--- src/fix_pkg.sv ---
/* byte lane 3 (bits 31:24) is first in time; zero bytes in fragments are padding.
   tags are limited to four digits. */
`default_nettype none

package fix_pkg;

	// field terminator and tag/value separator
	localparam logic [7:0] SOH_CHAR = 8'h01;
	localparam logic [7:0] SEP_CHAR = 8'h3d;

	// lane 0..3, or no delimiter present
	typedef logic [2:0] lane_pos_t;
	localparam lane_pos_t POS_NONE = 3'd7;

	// detect -> split
	typedef struct packed {
		logic [31:0] data;
		lane_pos_t   soh_pos;
		lane_pos_t   sep_pos;
		logic        valid;
		logic        err;
	} delim_t;

	// split -> assemble, fragments right-aligned
	typedef struct packed {
		logic [31:0] tag;
		logic        tag_valid;
		logic        tag_end;
		logic [31:0] body;
		logic        body_valid;
		logic        body_end;
		logic        err;
	} frag_t;

	// value_len saturates at 255
	typedef struct packed {
		logic [13:0] tag_num;
		logic [7:0]  value_len;
	} field_t;

endpackage

`default_nettype wire
--- src/fix_parser_top.sv ---
/* no back-pressure, one word per cycle; a field shows 3 cycles after its closing SOH word */
`timescale 1ns/100ps
`default_nettype none

module fix_parser_top
	import fix_pkg::*;
#(
	parameter int unsigned VALUE_BYTES = 8
) (
	input  logic                     clk_i,
	input  logic                     rst_i,
	input  logic [31:0]              word_i,
	input  logic                     word_valid_i,
	output field_t                   field_o,
	output logic [VALUE_BYTES*8-1:0] value_o,
	output logic                     field_valid_o,
	output logic                     frame_err_o
);

	delim_t delim;
	frag_t  frag;

	fix_delim_detect u_detect (
		.clk_i       (clk_i),
		.rst_i       (rst_i),
		.word_i      (word_i),
		.word_valid_i(word_valid_i),
		.delim_o     (delim)
	);

	fix_field_split u_split (
		.clk_i  (clk_i),
		.rst_i  (rst_i),
		.delim_i(delim),
		.frag_o (frag)
	);

	fix_field_assemble #(
		.VALUE_BYTES(VALUE_BYTES)
	) u_assemble (
		.clk_i        (clk_i),
		.rst_i        (rst_i),
		.frag_i       (frag),
		.field_o      (field_o),
		.value_o      (value_o),
		.field_valid_o(field_valid_o),
		.frame_err_o  (frame_err_o)
	);

endmodule

`default_nettype wire

--- src/fix_field_assemble.sv ---
/* a bad tag byte in the field that a SOH opens also drops the field that it closes */
`timescale 1ns/100ps
`default_nettype none

module fix_field_assemble
	import fix_pkg::*;
#(
	parameter int unsigned VALUE_BYTES = 8
) (
	input  logic                     clk_i,
	input  logic                     rst_i,
	input  frag_t                    frag_i,
	output field_t                   field_o,
	output logic [VALUE_BYTES*8-1:0] value_o,
	output logic                     field_valid_o,
	output logic                     frame_err_o
);

	localparam int unsigned VW = VALUE_BYTES * 8;

	logic [13:0]   tag_q;
	logic [13:0]   cur_tag;
	logic [13:0]   nxt_tag;
	logic [7:0]    len_q;
	logic [7:0]    cur_len;
	logic [7:0]    nxt_len;
	logic [VW-1:0] val_q;
	logic [VW-1:0] cur_val;
	logic [VW-1:0] nxt_val;
	logic          skip_q;
	logic          skip_d;
	logic          body_first;
	logic          closing;
	logic          bad_cur;
	logic          bad_nxt;
	logic          err_now;
	logic          emit;
	field_t        field_q;
	logic [VW-1:0] value_q;
	logic          field_valid_q;
	logic          frame_err_q;

	// times ten plus digit while skipping zero padding
	function automatic logic [14:0] fold_tag(input logic [13:0] acc, input logic [31:0] bytes);
		logic [13:0] t;
		logic        bad;
		logic [7:0]  b;
		t   = acc;
		bad = 1'b0;
		for (int i = 3; i >= 0; i--) begin
			b = bytes[8*i +: 8];
			if (b >= "0" && b <= "9")
				t = 14'(t * 14'd10) + 14'(b - "0");
			else if (b != 8'h00)
				bad = 1'b1;
		end
		return {bad, t};
	endfunction

	assign closing    = frag_i.body_valid & frag_i.body_end;
	// SOH came first so the tag bytes belong to the next field
	assign body_first = closing & ~frag_i.tag_end;

	always_comb begin
		cur_tag = tag_q;
		cur_len = len_q;
		cur_val = val_q;
		bad_cur = 1'b0;
		bad_nxt = 1'b0;
		if (frag_i.tag_valid && !body_first)
			{bad_cur, cur_tag} = fold_tag(cur_tag, frag_i.tag);
		if (frag_i.body_valid) begin
			for (int i = 3; i >= 0; i--) begin
				if (frag_i.body[8*i +: 8] != 8'h00) begin
					cur_val = (cur_val << 8) | VW'(frag_i.body[8*i +: 8]);
					if (cur_len != 8'hff)
						cur_len = cur_len + 8'd1;
				end
			end
		end
		nxt_tag = closing ? 14'd0 : cur_tag;
		nxt_len = closing ? 8'd0 : cur_len;
		nxt_val = closing ? '0 : cur_val;
		if (frag_i.tag_valid && body_first)
			{bad_nxt, nxt_tag} = fold_tag(14'd0, frag_i.tag);

		err_now = frag_i.err | (bad_cur & ~skip_q) | bad_nxt;
		emit    = closing & ~skip_q & ~err_now;

		if (frag_i.err)
			skip_d = 1'b0;
		else if (closing)
			skip_d = bad_nxt;
		else
			skip_d = skip_q | bad_cur;

		// a discarded field starts over from zero
		if (frag_i.err || skip_d) begin
			nxt_tag = 14'd0;
			nxt_len = 8'd0;
			nxt_val = '0;
		end
	end

	always_ff @(posedge clk_i) begin
		if (rst_i) begin
			tag_q         <= 14'd0;
			len_q         <= 8'd0;
			val_q         <= '0;
			skip_q        <= 1'b0;
			field_valid_q <= 1'b0;
			frame_err_q   <= 1'b0;
		end else begin
			tag_q         <= nxt_tag;
			len_q         <= nxt_len;
			val_q         <= nxt_val;
			skip_q        <= skip_d;
			field_valid_q <= emit;
			frame_err_q   <= err_now;
		end
	end

	always_ff @(posedge clk_i) begin
		if (emit) begin
			field_q <= '{tag_num: cur_tag, value_len: cur_len};
			value_q <= cur_val;
		end
	end

	assign field_o       = field_q;
	assign value_o       = value_q;
	assign field_valid_o = field_valid_q;
	assign frame_err_o   = frame_err_q;

	// value bytes are never NUL so only an empty value leaves value_o all zero
	assert property (@(posedge clk_i) disable iff (rst_i)
		field_valid_o |-> (field_o.value_len == 8'd0) == (value_o == '0));

endmodule

`default_nettype wire

--- src/fix_field_split.sv ---
/* with both delimiters in one word the later one must sit in lane 0, else err.
   after err everything is dropped up to the next SOH. */
`timescale 1ns/100ps
`default_nettype none

module fix_field_split
	import fix_pkg::*;
(
	input  logic   clk_i,
	input  logic   rst_i,
	input  delim_t delim_i,
	output frag_t  frag_o
);

	typedef enum logic [1:0] {
		WAIT_SOH = 2'd0,
		IN_TAG   = 2'd1,
		IN_VAL   = 2'd2
	} open_t;

	open_t       open_q;
	open_t       open_d;
	frag_t       frag_d;
	logic        has_soh;
	logic        has_sep;
	logic        bad;
	logic [31:0] tag_q;
	logic [31:0] body_q;
	logic        tag_valid_q;
	logic        tag_end_q;
	logic        body_valid_q;
	logic        body_end_q;
	logic        err_q;

	// bytes in lanes above pos, right-aligned
	function automatic logic [31:0] lanes_above(input logic [31:0] data, input lane_pos_t pos);
		logic [5:0] sh;
		sh = {1'b0, pos[1:0], 3'b000} + 6'd8;
		return data >> sh;
	endfunction

	// bytes in lanes below pos
	function automatic logic [31:0] lanes_below(input logic [31:0] data, input lane_pos_t pos);
		logic [31:0] mask;
		mask = ~(32'hffff_ffff << {pos[1:0], 3'b000});
		return data & mask;
	endfunction

	assign has_soh = delim_i.soh_pos != POS_NONE;
	assign has_sep = delim_i.sep_pos != POS_NONE;

	always_comb begin
		frag_d = '0;
		open_d = open_q;
		bad    = 1'b0;
		if (delim_i.valid && !delim_i.err) begin
			if (has_soh && has_sep && delim_i.soh_pos > delim_i.sep_pos) begin
				// value closes, a whole tag follows, '=' in lane 0
				bad = open_q == IN_TAG || delim_i.sep_pos != 3'd0;
				frag_d.body       = lanes_above(delim_i.data, delim_i.soh_pos);
				frag_d.body_valid = open_q == IN_VAL;
				frag_d.body_end   = open_q == IN_VAL;
				frag_d.tag        = lanes_above(lanes_below(delim_i.data, delim_i.soh_pos),
					delim_i.sep_pos);
				frag_d.tag_valid  = 1'b1;
				open_d = IN_VAL;
			end else if (has_soh && has_sep) begin
				// whole value between '=' and SOH in lane 0
				bad = open_q == IN_VAL || delim_i.soh_pos != 3'd0;
				if (open_q == IN_TAG) begin
					frag_d.tag        = lanes_above(delim_i.data, delim_i.sep_pos);
					frag_d.tag_valid  = 1'b1;
					frag_d.tag_end    = 1'b1;
					frag_d.body       = lanes_above(lanes_below(delim_i.data, delim_i.sep_pos),
						delim_i.soh_pos);
					frag_d.body_valid = 1'b1;
					frag_d.body_end   = 1'b1;
				end
				open_d = IN_TAG;
			end else if (has_soh) begin
				bad = open_q == IN_TAG;
				frag_d.body       = lanes_above(delim_i.data, delim_i.soh_pos);
				frag_d.body_valid = open_q == IN_VAL;
				frag_d.body_end   = open_q == IN_VAL;
				frag_d.tag        = lanes_below(delim_i.data, delim_i.soh_pos);
				frag_d.tag_valid  = delim_i.soh_pos != 3'd0;
				open_d = IN_TAG;
			end else if (has_sep) begin
				bad = open_q == IN_VAL;
				if (open_q == IN_TAG) begin
					frag_d.tag        = lanes_above(delim_i.data, delim_i.sep_pos);
					frag_d.tag_valid  = 1'b1;
					frag_d.tag_end    = 1'b1;
					frag_d.body       = lanes_below(delim_i.data, delim_i.sep_pos);
					frag_d.body_valid = delim_i.sep_pos != 3'd0;
					open_d = IN_VAL;
				end
			end else if (open_q == IN_TAG) begin
				frag_d.tag       = delim_i.data;
				frag_d.tag_valid = 1'b1;
			end else if (open_q == IN_VAL) begin
				frag_d.body       = delim_i.data;
				frag_d.body_valid = 1'b1;
			end
		end
		if (bad || (delim_i.valid && delim_i.err)) begin
			frag_d     = '0;
			frag_d.err = 1'b1;
			open_d     = WAIT_SOH;
		end
	end

	// a stream starts with a tag
	always_ff @(posedge clk_i) begin
		if (rst_i) begin
			open_q       <= IN_TAG;
			tag_valid_q  <= 1'b0;
			tag_end_q    <= 1'b0;
			body_valid_q <= 1'b0;
			body_end_q   <= 1'b0;
			err_q        <= 1'b0;
		end else begin
			open_q       <= open_d;
			tag_valid_q  <= frag_d.tag_valid;
			tag_end_q    <= frag_d.tag_end;
			body_valid_q <= frag_d.body_valid;
			body_end_q   <= frag_d.body_end;
			err_q        <= frag_d.err;
		end
	end

	always_ff @(posedge clk_i) begin
		tag_q  <= frag_d.tag;
		body_q <= frag_d.body;
	end

	assign frag_o = '{tag: tag_q, tag_valid: tag_valid_q, tag_end: tag_end_q, body: body_q,
		body_valid: body_valid_q, body_end: body_end_q, err: err_q};

	assert property (@(posedge clk_i) disable iff (rst_i)
		frag_o.tag_end |-> $past(delim_i.valid && delim_i.sep_pos != POS_NONE));

	assert property (@(posedge clk_i) disable iff (rst_i)
		frag_o.body_end |-> $past(delim_i.valid && delim_i.soh_pos != POS_NONE));

endmodule

`default_nettype wire

--- src/fix_delim_detect.sv ---
/* a word with two SOH or two '=' is marked err; lanes are still reported */
`timescale 1ns/100ps
`default_nettype none

module fix_delim_detect
	import fix_pkg::*;
(
	input  logic        clk_i,
	input  logic        rst_i,
	input  logic [31:0] word_i,
	input  logic        word_valid_i,
	output delim_t      delim_o
);

	logic [3:0]  soh_hit;
	logic [3:0]  sep_hit;
	logic        dup;
	logic [31:0] data_q;
	lane_pos_t   soh_q;
	lane_pos_t   sep_q;
	logic        valid_q;
	logic        err_q;

	function automatic lane_pos_t encode_lane(input logic [3:0] hit);
		lane_pos_t pos;
		pos = POS_NONE;
		for (int i = 0; i < 4; i++) begin
			if (hit[i])
				pos = lane_pos_t'(i);
		end
		return pos;
	endfunction

	always_comb begin
		for (int i = 0; i < 4; i++) begin
			soh_hit[i] = word_i[8*i +: 8] == SOH_CHAR;
			sep_hit[i] = word_i[8*i +: 8] == SEP_CHAR;
		end
	end

	// more than one bit set in either hit vector
	assign dup = (|(soh_hit & (soh_hit - 4'd1))) | (|(sep_hit & (sep_hit - 4'd1)));

	always_ff @(posedge clk_i) begin
		if (rst_i) begin
			valid_q <= 1'b0;
			err_q   <= 1'b0;
		end else begin
			valid_q <= word_valid_i;
			err_q   <= word_valid_i & dup;
		end
	end

	always_ff @(posedge clk_i) begin
		data_q <= word_i;
		soh_q  <= encode_lane(soh_hit);
		sep_q  <= encode_lane(sep_hit);
	end

	assign delim_o = '{data: data_q, soh_pos: soh_q, sep_pos: sep_q, valid: valid_q, err: err_q};

	// a reported lane holds the byte it names so SOH and '=' never share one
	assert property (@(posedge clk_i) disable iff (rst_i)
		delim_o.valid && delim_o.soh_pos != POS_NONE |->
			delim_o.data[8*delim_o.soh_pos[1:0] +: 8] == SOH_CHAR);

	assert property (@(posedge clk_i) disable iff (rst_i)
		delim_o.valid && delim_o.sep_pos != POS_NONE |->
			delim_o.data[8*delim_o.sep_pos[1:0] +: 8] == SEP_CHAR);

endmodule

`default_nettype wire

--- config.mk ---
export PLATFORM = sky130hd
export DESIGN_NAME = fix_parser_top
export DESIGN_NICKNAME = d
export VERILOG_FILES = /design/src/fix_pkg.sv /design/src/fix_parser_top.sv /design/src/fix_field_assemble.sv /design/src/fix_field_split.sv /design/src/fix_delim_detect.sv
export SDC_FILE = /design/constraint.sdc
export NUM_CORES = 1
export LEC_CHECK = 0
export ABC_CLOCK_PERIOD_IN_PS = 15300
export BUFFER_PORTS_ARGS = -buffer_cell sky130_fd_sc_hd__clkbuf_2
export CAP_MARGIN = 0
export CORE_MARGIN = 2
export CORE_UTILIZATION = 25
export CTS_CLUSTER_SIZE = 14
export DETAILED_ROUTE_END_ITERATION = 6
export PLACE_DENSITY = 0.36
export SETUP_SLACK_MARGIN = 0.4
export SYNTH_ARGS = -nofsm -noshare
export SYNTH_HDL_FRONTEND = slang
export SYNTH_SLANG_ARGS = --single-unit
--- constraint.sdc ---
create_clock -name clk_i -period 15.3 [get_ports clk_i]
set_clock_uncertainty 0.15 [all_clocks]
set_input_delay 0.765 -clock clk_i [delete_from_list [all_inputs] [get_ports clk_i]]
set_output_delay 0.765 -clock clk_i [all_outputs]
set_load 0.02 [all_outputs]
==> reports/results.ini, run 1 <==
[critical_path]
crit_path_frequent_cell=ha_1
required_ns=15.43
path_buf_inv=3
startpoint_type=flop
crit_start=u_split.tag_q[28]
worstRegToRegCells=40
worstPathArrival_ns=10.06
max_stage_delay_ns=0.82
reg2reg_slack_ns=5.37
end_kind=flop
r2r_end=u_assemble.field_o[21]
cp_top_family=compound AO/OA/AOI/OAI gates
slowest_stage=o21ai_2
rr_startpoint=u_split.tag_q[28]
worstPathMaxFanout=28
crit_type=reg -> reg

[clock_tree]
cts_inserted_buffers=37
cts-htree-levels=2
cts.sinks=286
cts_tree=yes
cts_buffer_depth=3
clk_latency_ns=0.56
cts_resized=0
clk_pin_slew_ns=0.06
hold_buffers=0
postCtsSetupBuffers=0
clockRootBuffer=clkbuf_16

[synth]
synth_top_cells_by_area=dfxtp_1 17%, ha_1 12%, edfxtp_1 11%
netlist_area_mm2=0.02304
synth_commonest_cells=326 x nor2_1, 235 x a21oi_1, 230 x ha_1, 217 x nand2_1, 200 x dfxtp_1
yosysTopAreaCellShare_pct=17.38
synth_edf_count=86
yosysMostFrequentCell=nor2_1
synth_top_cell_by_area=dfxtp_1
ys_ff_latch=286
avgSynthCellArea_um2=8.316
synthArstFlopShare_pct=0
yosys_warnings=0
synth_nets=3050
synth-main-ff-cell=dfxtp_1
synth-seq-area-share_pct=28.58
synth_cell_types=103
postSynthCellCount=2771

[status]
outcome=complete, no violations

[timing]
slew_headroom_pct=27.69
hold_violations=0
max_freq_ghz=0.1007
min_period_ns=9.929
tns_ns=0
finalCritPeriodShare_pct=64.90
tightest_slew_ns=1.085
fin_hold_ws_ns=0.1696
slew_viol_final=0
setup_viol=0
rsz0062_at_grt=no

[routing]
drt_iter0_drc=1322
dr.pass1.iters=5
ant_nets=0
num_vias=20890
wl_um=86240
routed_via_density=5.165
drc=0
wl_per_cell_um=21.32

[job]
max-cap-violations=0

[power_and_ir_drop]
internal_power_uw=1447
comb_power_share_pct=19.3
cellLeakagePower_uw=0.01148
p_sw_share_pct=29.94
power_density_mw_per_mm2=79.30
power.switching_uw=618.4
power.share.clock_pct=41.2
pwr-share-seq_pct=39.4
irDropWorstVdd_v=0.00006396

[die]
rows=111
die_w_um=307.6
die_h_um=307.6
core_area_mm2=0.09152
start_util_pct=25.18
dieArea_mm2=0.09462
ioPinCount=123

[placement]
dp.cells=3978
dp_hpwl_um=65130
gp_congestion=0.8325
portBuffers=122

[hold_path]
whs_path_depth=1
whs_endpoint=u_detect.data_q[17]
hp-class=in -> reg
hold_path.startpoint=word_i[17]

[finish]
syn2layout_area_growth_pct=13.03
fillers=9748
post-route-util_pct=28.46
antenna_cells=0
fin_nets=3110
layout-drive-gt1-share_pct=11.82
layout.cells.non_filler=4045

[grt]
grt_start_max_net_pins=80
grt-ovfl-total=0
grt_first_pass_wirelength_um=132300
grtUsageTotal_pct=18.12
antenna_found_initial=1
grt_pass1_vias=21240

routing by layer:
layer	track usage [%]	part of all wire (%)	up-vias
li1	-	-	10200
met1	23.42	45	10140
met2	31.82	49	456
met3	2.216	4.1	93
met4	4.458	2.4	0
met5	0	0	-
state kept, by name, summed over array words and instances, names as in the netlist, 2 cells and up:
register and count:
u_assemble.tag_q 14, u_split.body_q 32, u_detect.sep_q 3, u_assemble.value_o 64
u_split.tag_q 32, u_assemble.val_q 64, u_assemble.len_q 8, u_detect.soh_q 3
u_assemble.field_o 22, u_split.open_q 2, u_detect.data_q 32
power by group through the flow:
stage               Clock [uW]  Combinational [uW]  Sequential, uW
floorplan                    0                 300             813
global placement             0                 398             831
detailed placement           0                 400             831
CTS                        886                 403             814
global route               909                 448             815
finish                     852                 399             814
placed cells by master, fill, tap and decap left out, drive strengths merged, types with 55 or more instances in the layout:
cell type	instances
nor2	330
a21oi	238
ha	230
nand2	218
dfxtp	200
clkbuf	172
o21ai	151
inv	110
xnor2	107
and2	98
edfxtp	86
mux2i	79
nor3	73
mux2	55
a21o	55
metrics by stage:
| stage | area (um^2) | total power [uW] | worst slack, ns |
|---|---|---|---|
| detailed placement | 24870 | 1230 | 5.382 |
| floorplan | 23040 | 1113 | 4.673 |
| global placement | 24870 | 1229 | 5.571 |
| finish | 26050 | 2065 | 5.371 |
| CTS | 26050 | 2104 | 5.270 |
| global route | 26050 | 2173 | 4.447 |
kinds of logic (layout without fill, tap and decap cells):
group           after synthesis  in the layout  synth area share [%]
buf+inv                     242            330                 4.235
flops                       286            286                 28.58
xor+xnor                    156            156                 6.054
mux                         134            134                 6.152
compound gates              797            797                 22.44
simple gates                912            912                 18.83
fa+ha+maj                   244            244                 13.70
final cells by class:
class | instances | area (um^2) | area share (%)
Clock inverter | 17 | 138.9 | 0.5332
Tap cell | 1186 | 1484 | 5.697
Sequential cell | 286 | 6590 | 25.30
Clock buffer | 50 | 1036 | 3.978
Inverter | 108 | 405.4 | 1.556
Timing Repair Buffer | 155 | 858.3 | 3.295
Multi-Input combinational cell | 2243 | 15530 | 59.64
how the worst max path moves through the flow:
stage	depth (start not counted)	end
2_1_floorplan	7	u_assemble.field_o[0]
3_3_place_gp	38	u_assemble.field_o[21]
3_5_place_dp	40	u_assemble.field_o[21]
4_1_cts	40	u_assemble.field_o[21]
5_1_grt	40	u_assemble.field_o[21]
6_report	40	u_assemble.field_o[21]
(Power assumes the default switching activity.)
==> run 2, diff against run 1 <==
--- a/config.mk
+++ b/config.mk
@@ -5,7 +5,8 @@
 export SDC_FILE = /design/constraint.sdc
 export NUM_CORES = 1
 export LEC_CHECK = 0
-export ABC_CLOCK_PERIOD_IN_PS = 15300
+export ABC_AREA = 1
+export ABC_CLOCK_PERIOD_IN_PS = 9900
 export BUFFER_PORTS_ARGS = -buffer_cell sky130_fd_sc_hd__clkbuf_2
 export CAP_MARGIN = 0
 export CORE_MARGIN = 2
==> constraint.sdc (replaced) <==
create_clock -name clk_i -period 9.9 [get_ports clk_i]
set_clock_uncertainty 0.15 [all_clocks]
set_input_delay 0.495 -clock clk_i [delete_from_list [all_inputs] [get_ports clk_i]]
set_output_delay 0.495 -clock clk_i [all_outputs]
set_load 0.02 [all_outputs]
==> run 2 against run 1 <==
Flip-flop and latch count did not move. Clock power rose by 74%. Largest cell class unchanged. Highest routed layer unchanged. First-iteration DRC count rose by 12%.
==> reports/results.ini, run 2 <==
[status]
outcome=complete, no violations

[power_and_ir_drop]
internal_power_uw=2911
power_density_mw_per_mm2=174.3
comb_power_share_pct=42.7
total_power_uw=4765
pwr-share-seq_pct=26.2
irDropWorstVdd_v=0.0001013
p_sw_share_pct=38.91
power.switching_uw=1854
cellLeakagePower_uw=0.01292
power.share.clock_pct=31.1

[clock_tree]
cts_buffer_depth=3
cts-htree-levels=2
cts_inserted_buffers=39
clk_pin_slew_ns=0.06
clockRootBuffer=clkbuf_16
cts.sinks=286
clk_latency_ns=0.60
cts_tree=yes

[placement]
portBuffers=122
dp_hpwl_um=65200
gp_congestion=0.8406
post-place-ws_ns=0.2694

[finish]
seq_area_mm2=0.006594
syn2layout_area_growth_pct=17.23
mostFrequentLayoutCells=729 x nand2_1, 456 x inv_1, 339 x o21ai_0
multiInputGateArea_mm2=0.01465
fillers=10360
antenna_cells=0
fin_nets=3779
layout-drive-gt1-share_pct=10.68
final_common_cell=nand2_1

[die]
ioPinCount=123
core_area_mm2=0.09291
rows=112
die_w_um=309.4
dieArea_mm2=0.09574
start_util_pct=25.10
die_h_um=309.4

[routing]
wl_um=85100
routed_via_density=4.607
ant_nets=0
wl_per_cell_um=17.79
drt_iter0_drc=1485
drc=0
dr.pass1.iters=5
num_vias=22040

[timing]
hold_violations=0
max_freq_ghz=0.1131
tns_ns=0
tightest_slew_ns=0.9953
rsz0062_at_grt=yes
setup_viol=0
slew_viol_final=0
slew_headroom_pct=33.64
finalCritPeriodShare_pct=89.32
min_period_ns=8.843
setup_ws_ns=1.058

[critical_path]
rr_startpoint=u_assemble.tag_q[1]
reg2reg_slack_ns=1.06
crit_start=u_assemble.tag_q[1]
worstPathArrival_ns=9.01
r2r_end=u_assemble.field_o[21]
max_stage_delay_ns=0.48
startpoint_type=flop
slowest_stage=fa_1
end_kind=flop
crit_path_frequent_cell=nand2_1
crit_type=reg -> reg
worstRegToRegCells=51
required_ns=10.07
worstPathMaxFanout=5

[synth]
yosysMostFrequentCell=nand2_1
yosysTopAreaCellShare_pct=17.17
ys_ff_latch=286
synth_cell_types=58
avgSynthCellArea_um2=6.920
synth_top_cell_by_area=dfxtp_1
synthArstFlopShare_pct=0
synth_edf_count=86
synth-main-ff-cell=dfxtp_1
synth_nets=3649
netlist_area_mm2=0.02332
postSynthCellCount=3370
synth_top_cells_by_area=dfxtp_1 17%, ha_1 12%, nand2_1 12%
synth-seq-area-share_pct=28.24
synth_commonest_cells=732 x nand2_1, 459 x inv_1, 359 x o21ai_0, 283 x nor2_1, 230 x ha_1
yosys_warnings=0

[hold_path]
hold_path.startpoint=rst_i
hp-class=in -> reg
whs_path_depth=2
whs_endpoint=u_split.err_q

[grt]
antenna_found_initial=1
grt_start_max_net_pins=74
grtUsageTotal_pct=17.53
grt_first_pass_wirelength_um=129800
grt_pass1_vias=21510
grt-ovfl-total=0

[job]
max-cap-violations=0

==> run 2: cell types whose count changed after synthesis, moves of 62 or more <==
cell / delta
o21ai_0: +217
nand3_1: +105
inv_1: +351
and2_1: -95
mux2i_1: -62
nand2_1: +515
==> run 2: timing repair <==
| item | in CTS | in global routing |
|---|---|---|
| hold buffers | 33 | 0 |
| gates resized for setup | 3 | 62 |
| gates cloned | 0 | 0 |
| hold endpoints to repair | 33 | 0 |
| pin swaps | 0 | 7 |
| setup endpoints to repair | 2 | 9 |
| buffers inserted | 0 | 6 |
==> run 2: worst max path at each step <==
stage / to / slack [ns]
global route: u_assemble.field_o[21] / 0.37
finish: u_assemble.field_o[21] / 1.06
floorplan: u_assemble.field_o[21] / 1.34
CTS: u_assemble.field_o[21] / 0.42
detailed placement: u_assemble.field_o[21] / 0.27
global placement: u_assemble.field_o[21] / 0.42
==> run 2: final cells by class <==
class / count / area share, %
Clock inverter: 19 / 0.6682
Multi-Input combinational cell: 2480 / 53.57
Tap cell: 1254 / 5.739
Sequential cell: 286 / 24.12
Inverter: 478 / 6.563
Clock buffer: 52 / 4.247
Timing Repair Buffer: 215 / 5.089
==> run 2: worst max-delay path: cells and delay by family, from the launching register on <==
kind | cells | cell delay [ns]
adders and majority gates | 13 | 4.03
and+or+nand+nor | 16 | 1.38
AOI/OAI and AO/OA | 9 | 1.27
xor gates and xnor gates | 6 | 0.87
buffers and inverters | 7 | 0.53
DFF | 1 | 0.35
==> run 2: metrics by stage <==
stage               hold slack [ns]  cells  cell area [um^2]  util [%]
floorplan                    0.2506   3370             23320         -
global placement             0.3329   4674             25420     27.36
detailed placement           0.3371   4674             25420     27.36
CTS                          0.1048   4778             27100     29.17
global route                 0.1263   4784             27340     29.42
finish                       0.1371   4784             27340     29.42
==> run 2: cell families (layout without fill, tap and decap cells) <==
group,Yosys count,after routing,share of synthesized area [%]
simple gates,1317,1317,24.21
buf+inv,604,764,9.824
compound gates,779,779,18.81
fa+ha+maj,244,244,13.54
xor+xnor,124,124,4.689
mux,16,16,0.6868
flops,286,286,28.24
==> run 2: power groups by stage <==
| stage | logic, uW | registers, uW | clock network, uW |
|---|---|---|---|
| after floorplan | 1480 | 1260 | 0 |
| after global placement | 1960 | 1270 | 0 |
| after detailed placement | 1940 | 1270 | 0 |
| after CTS | 1960 | 1250 | 1540 |
| after global routing | 2340 | 1250 | 1580 |
| final | 2030 | 1250 | 1480 |
==> run 2: metal layers <==
metal / track usage [%] / up-vias / part of all wire, %
li1: - / 11480 / -
met2: 27.81 / 470 / 44
met3: 2.555 / 83 / 4.2
met1: 24.92 / 10010 / 50
met4: 4.087 / 0 / 2.0
met5: 0 / - / 0
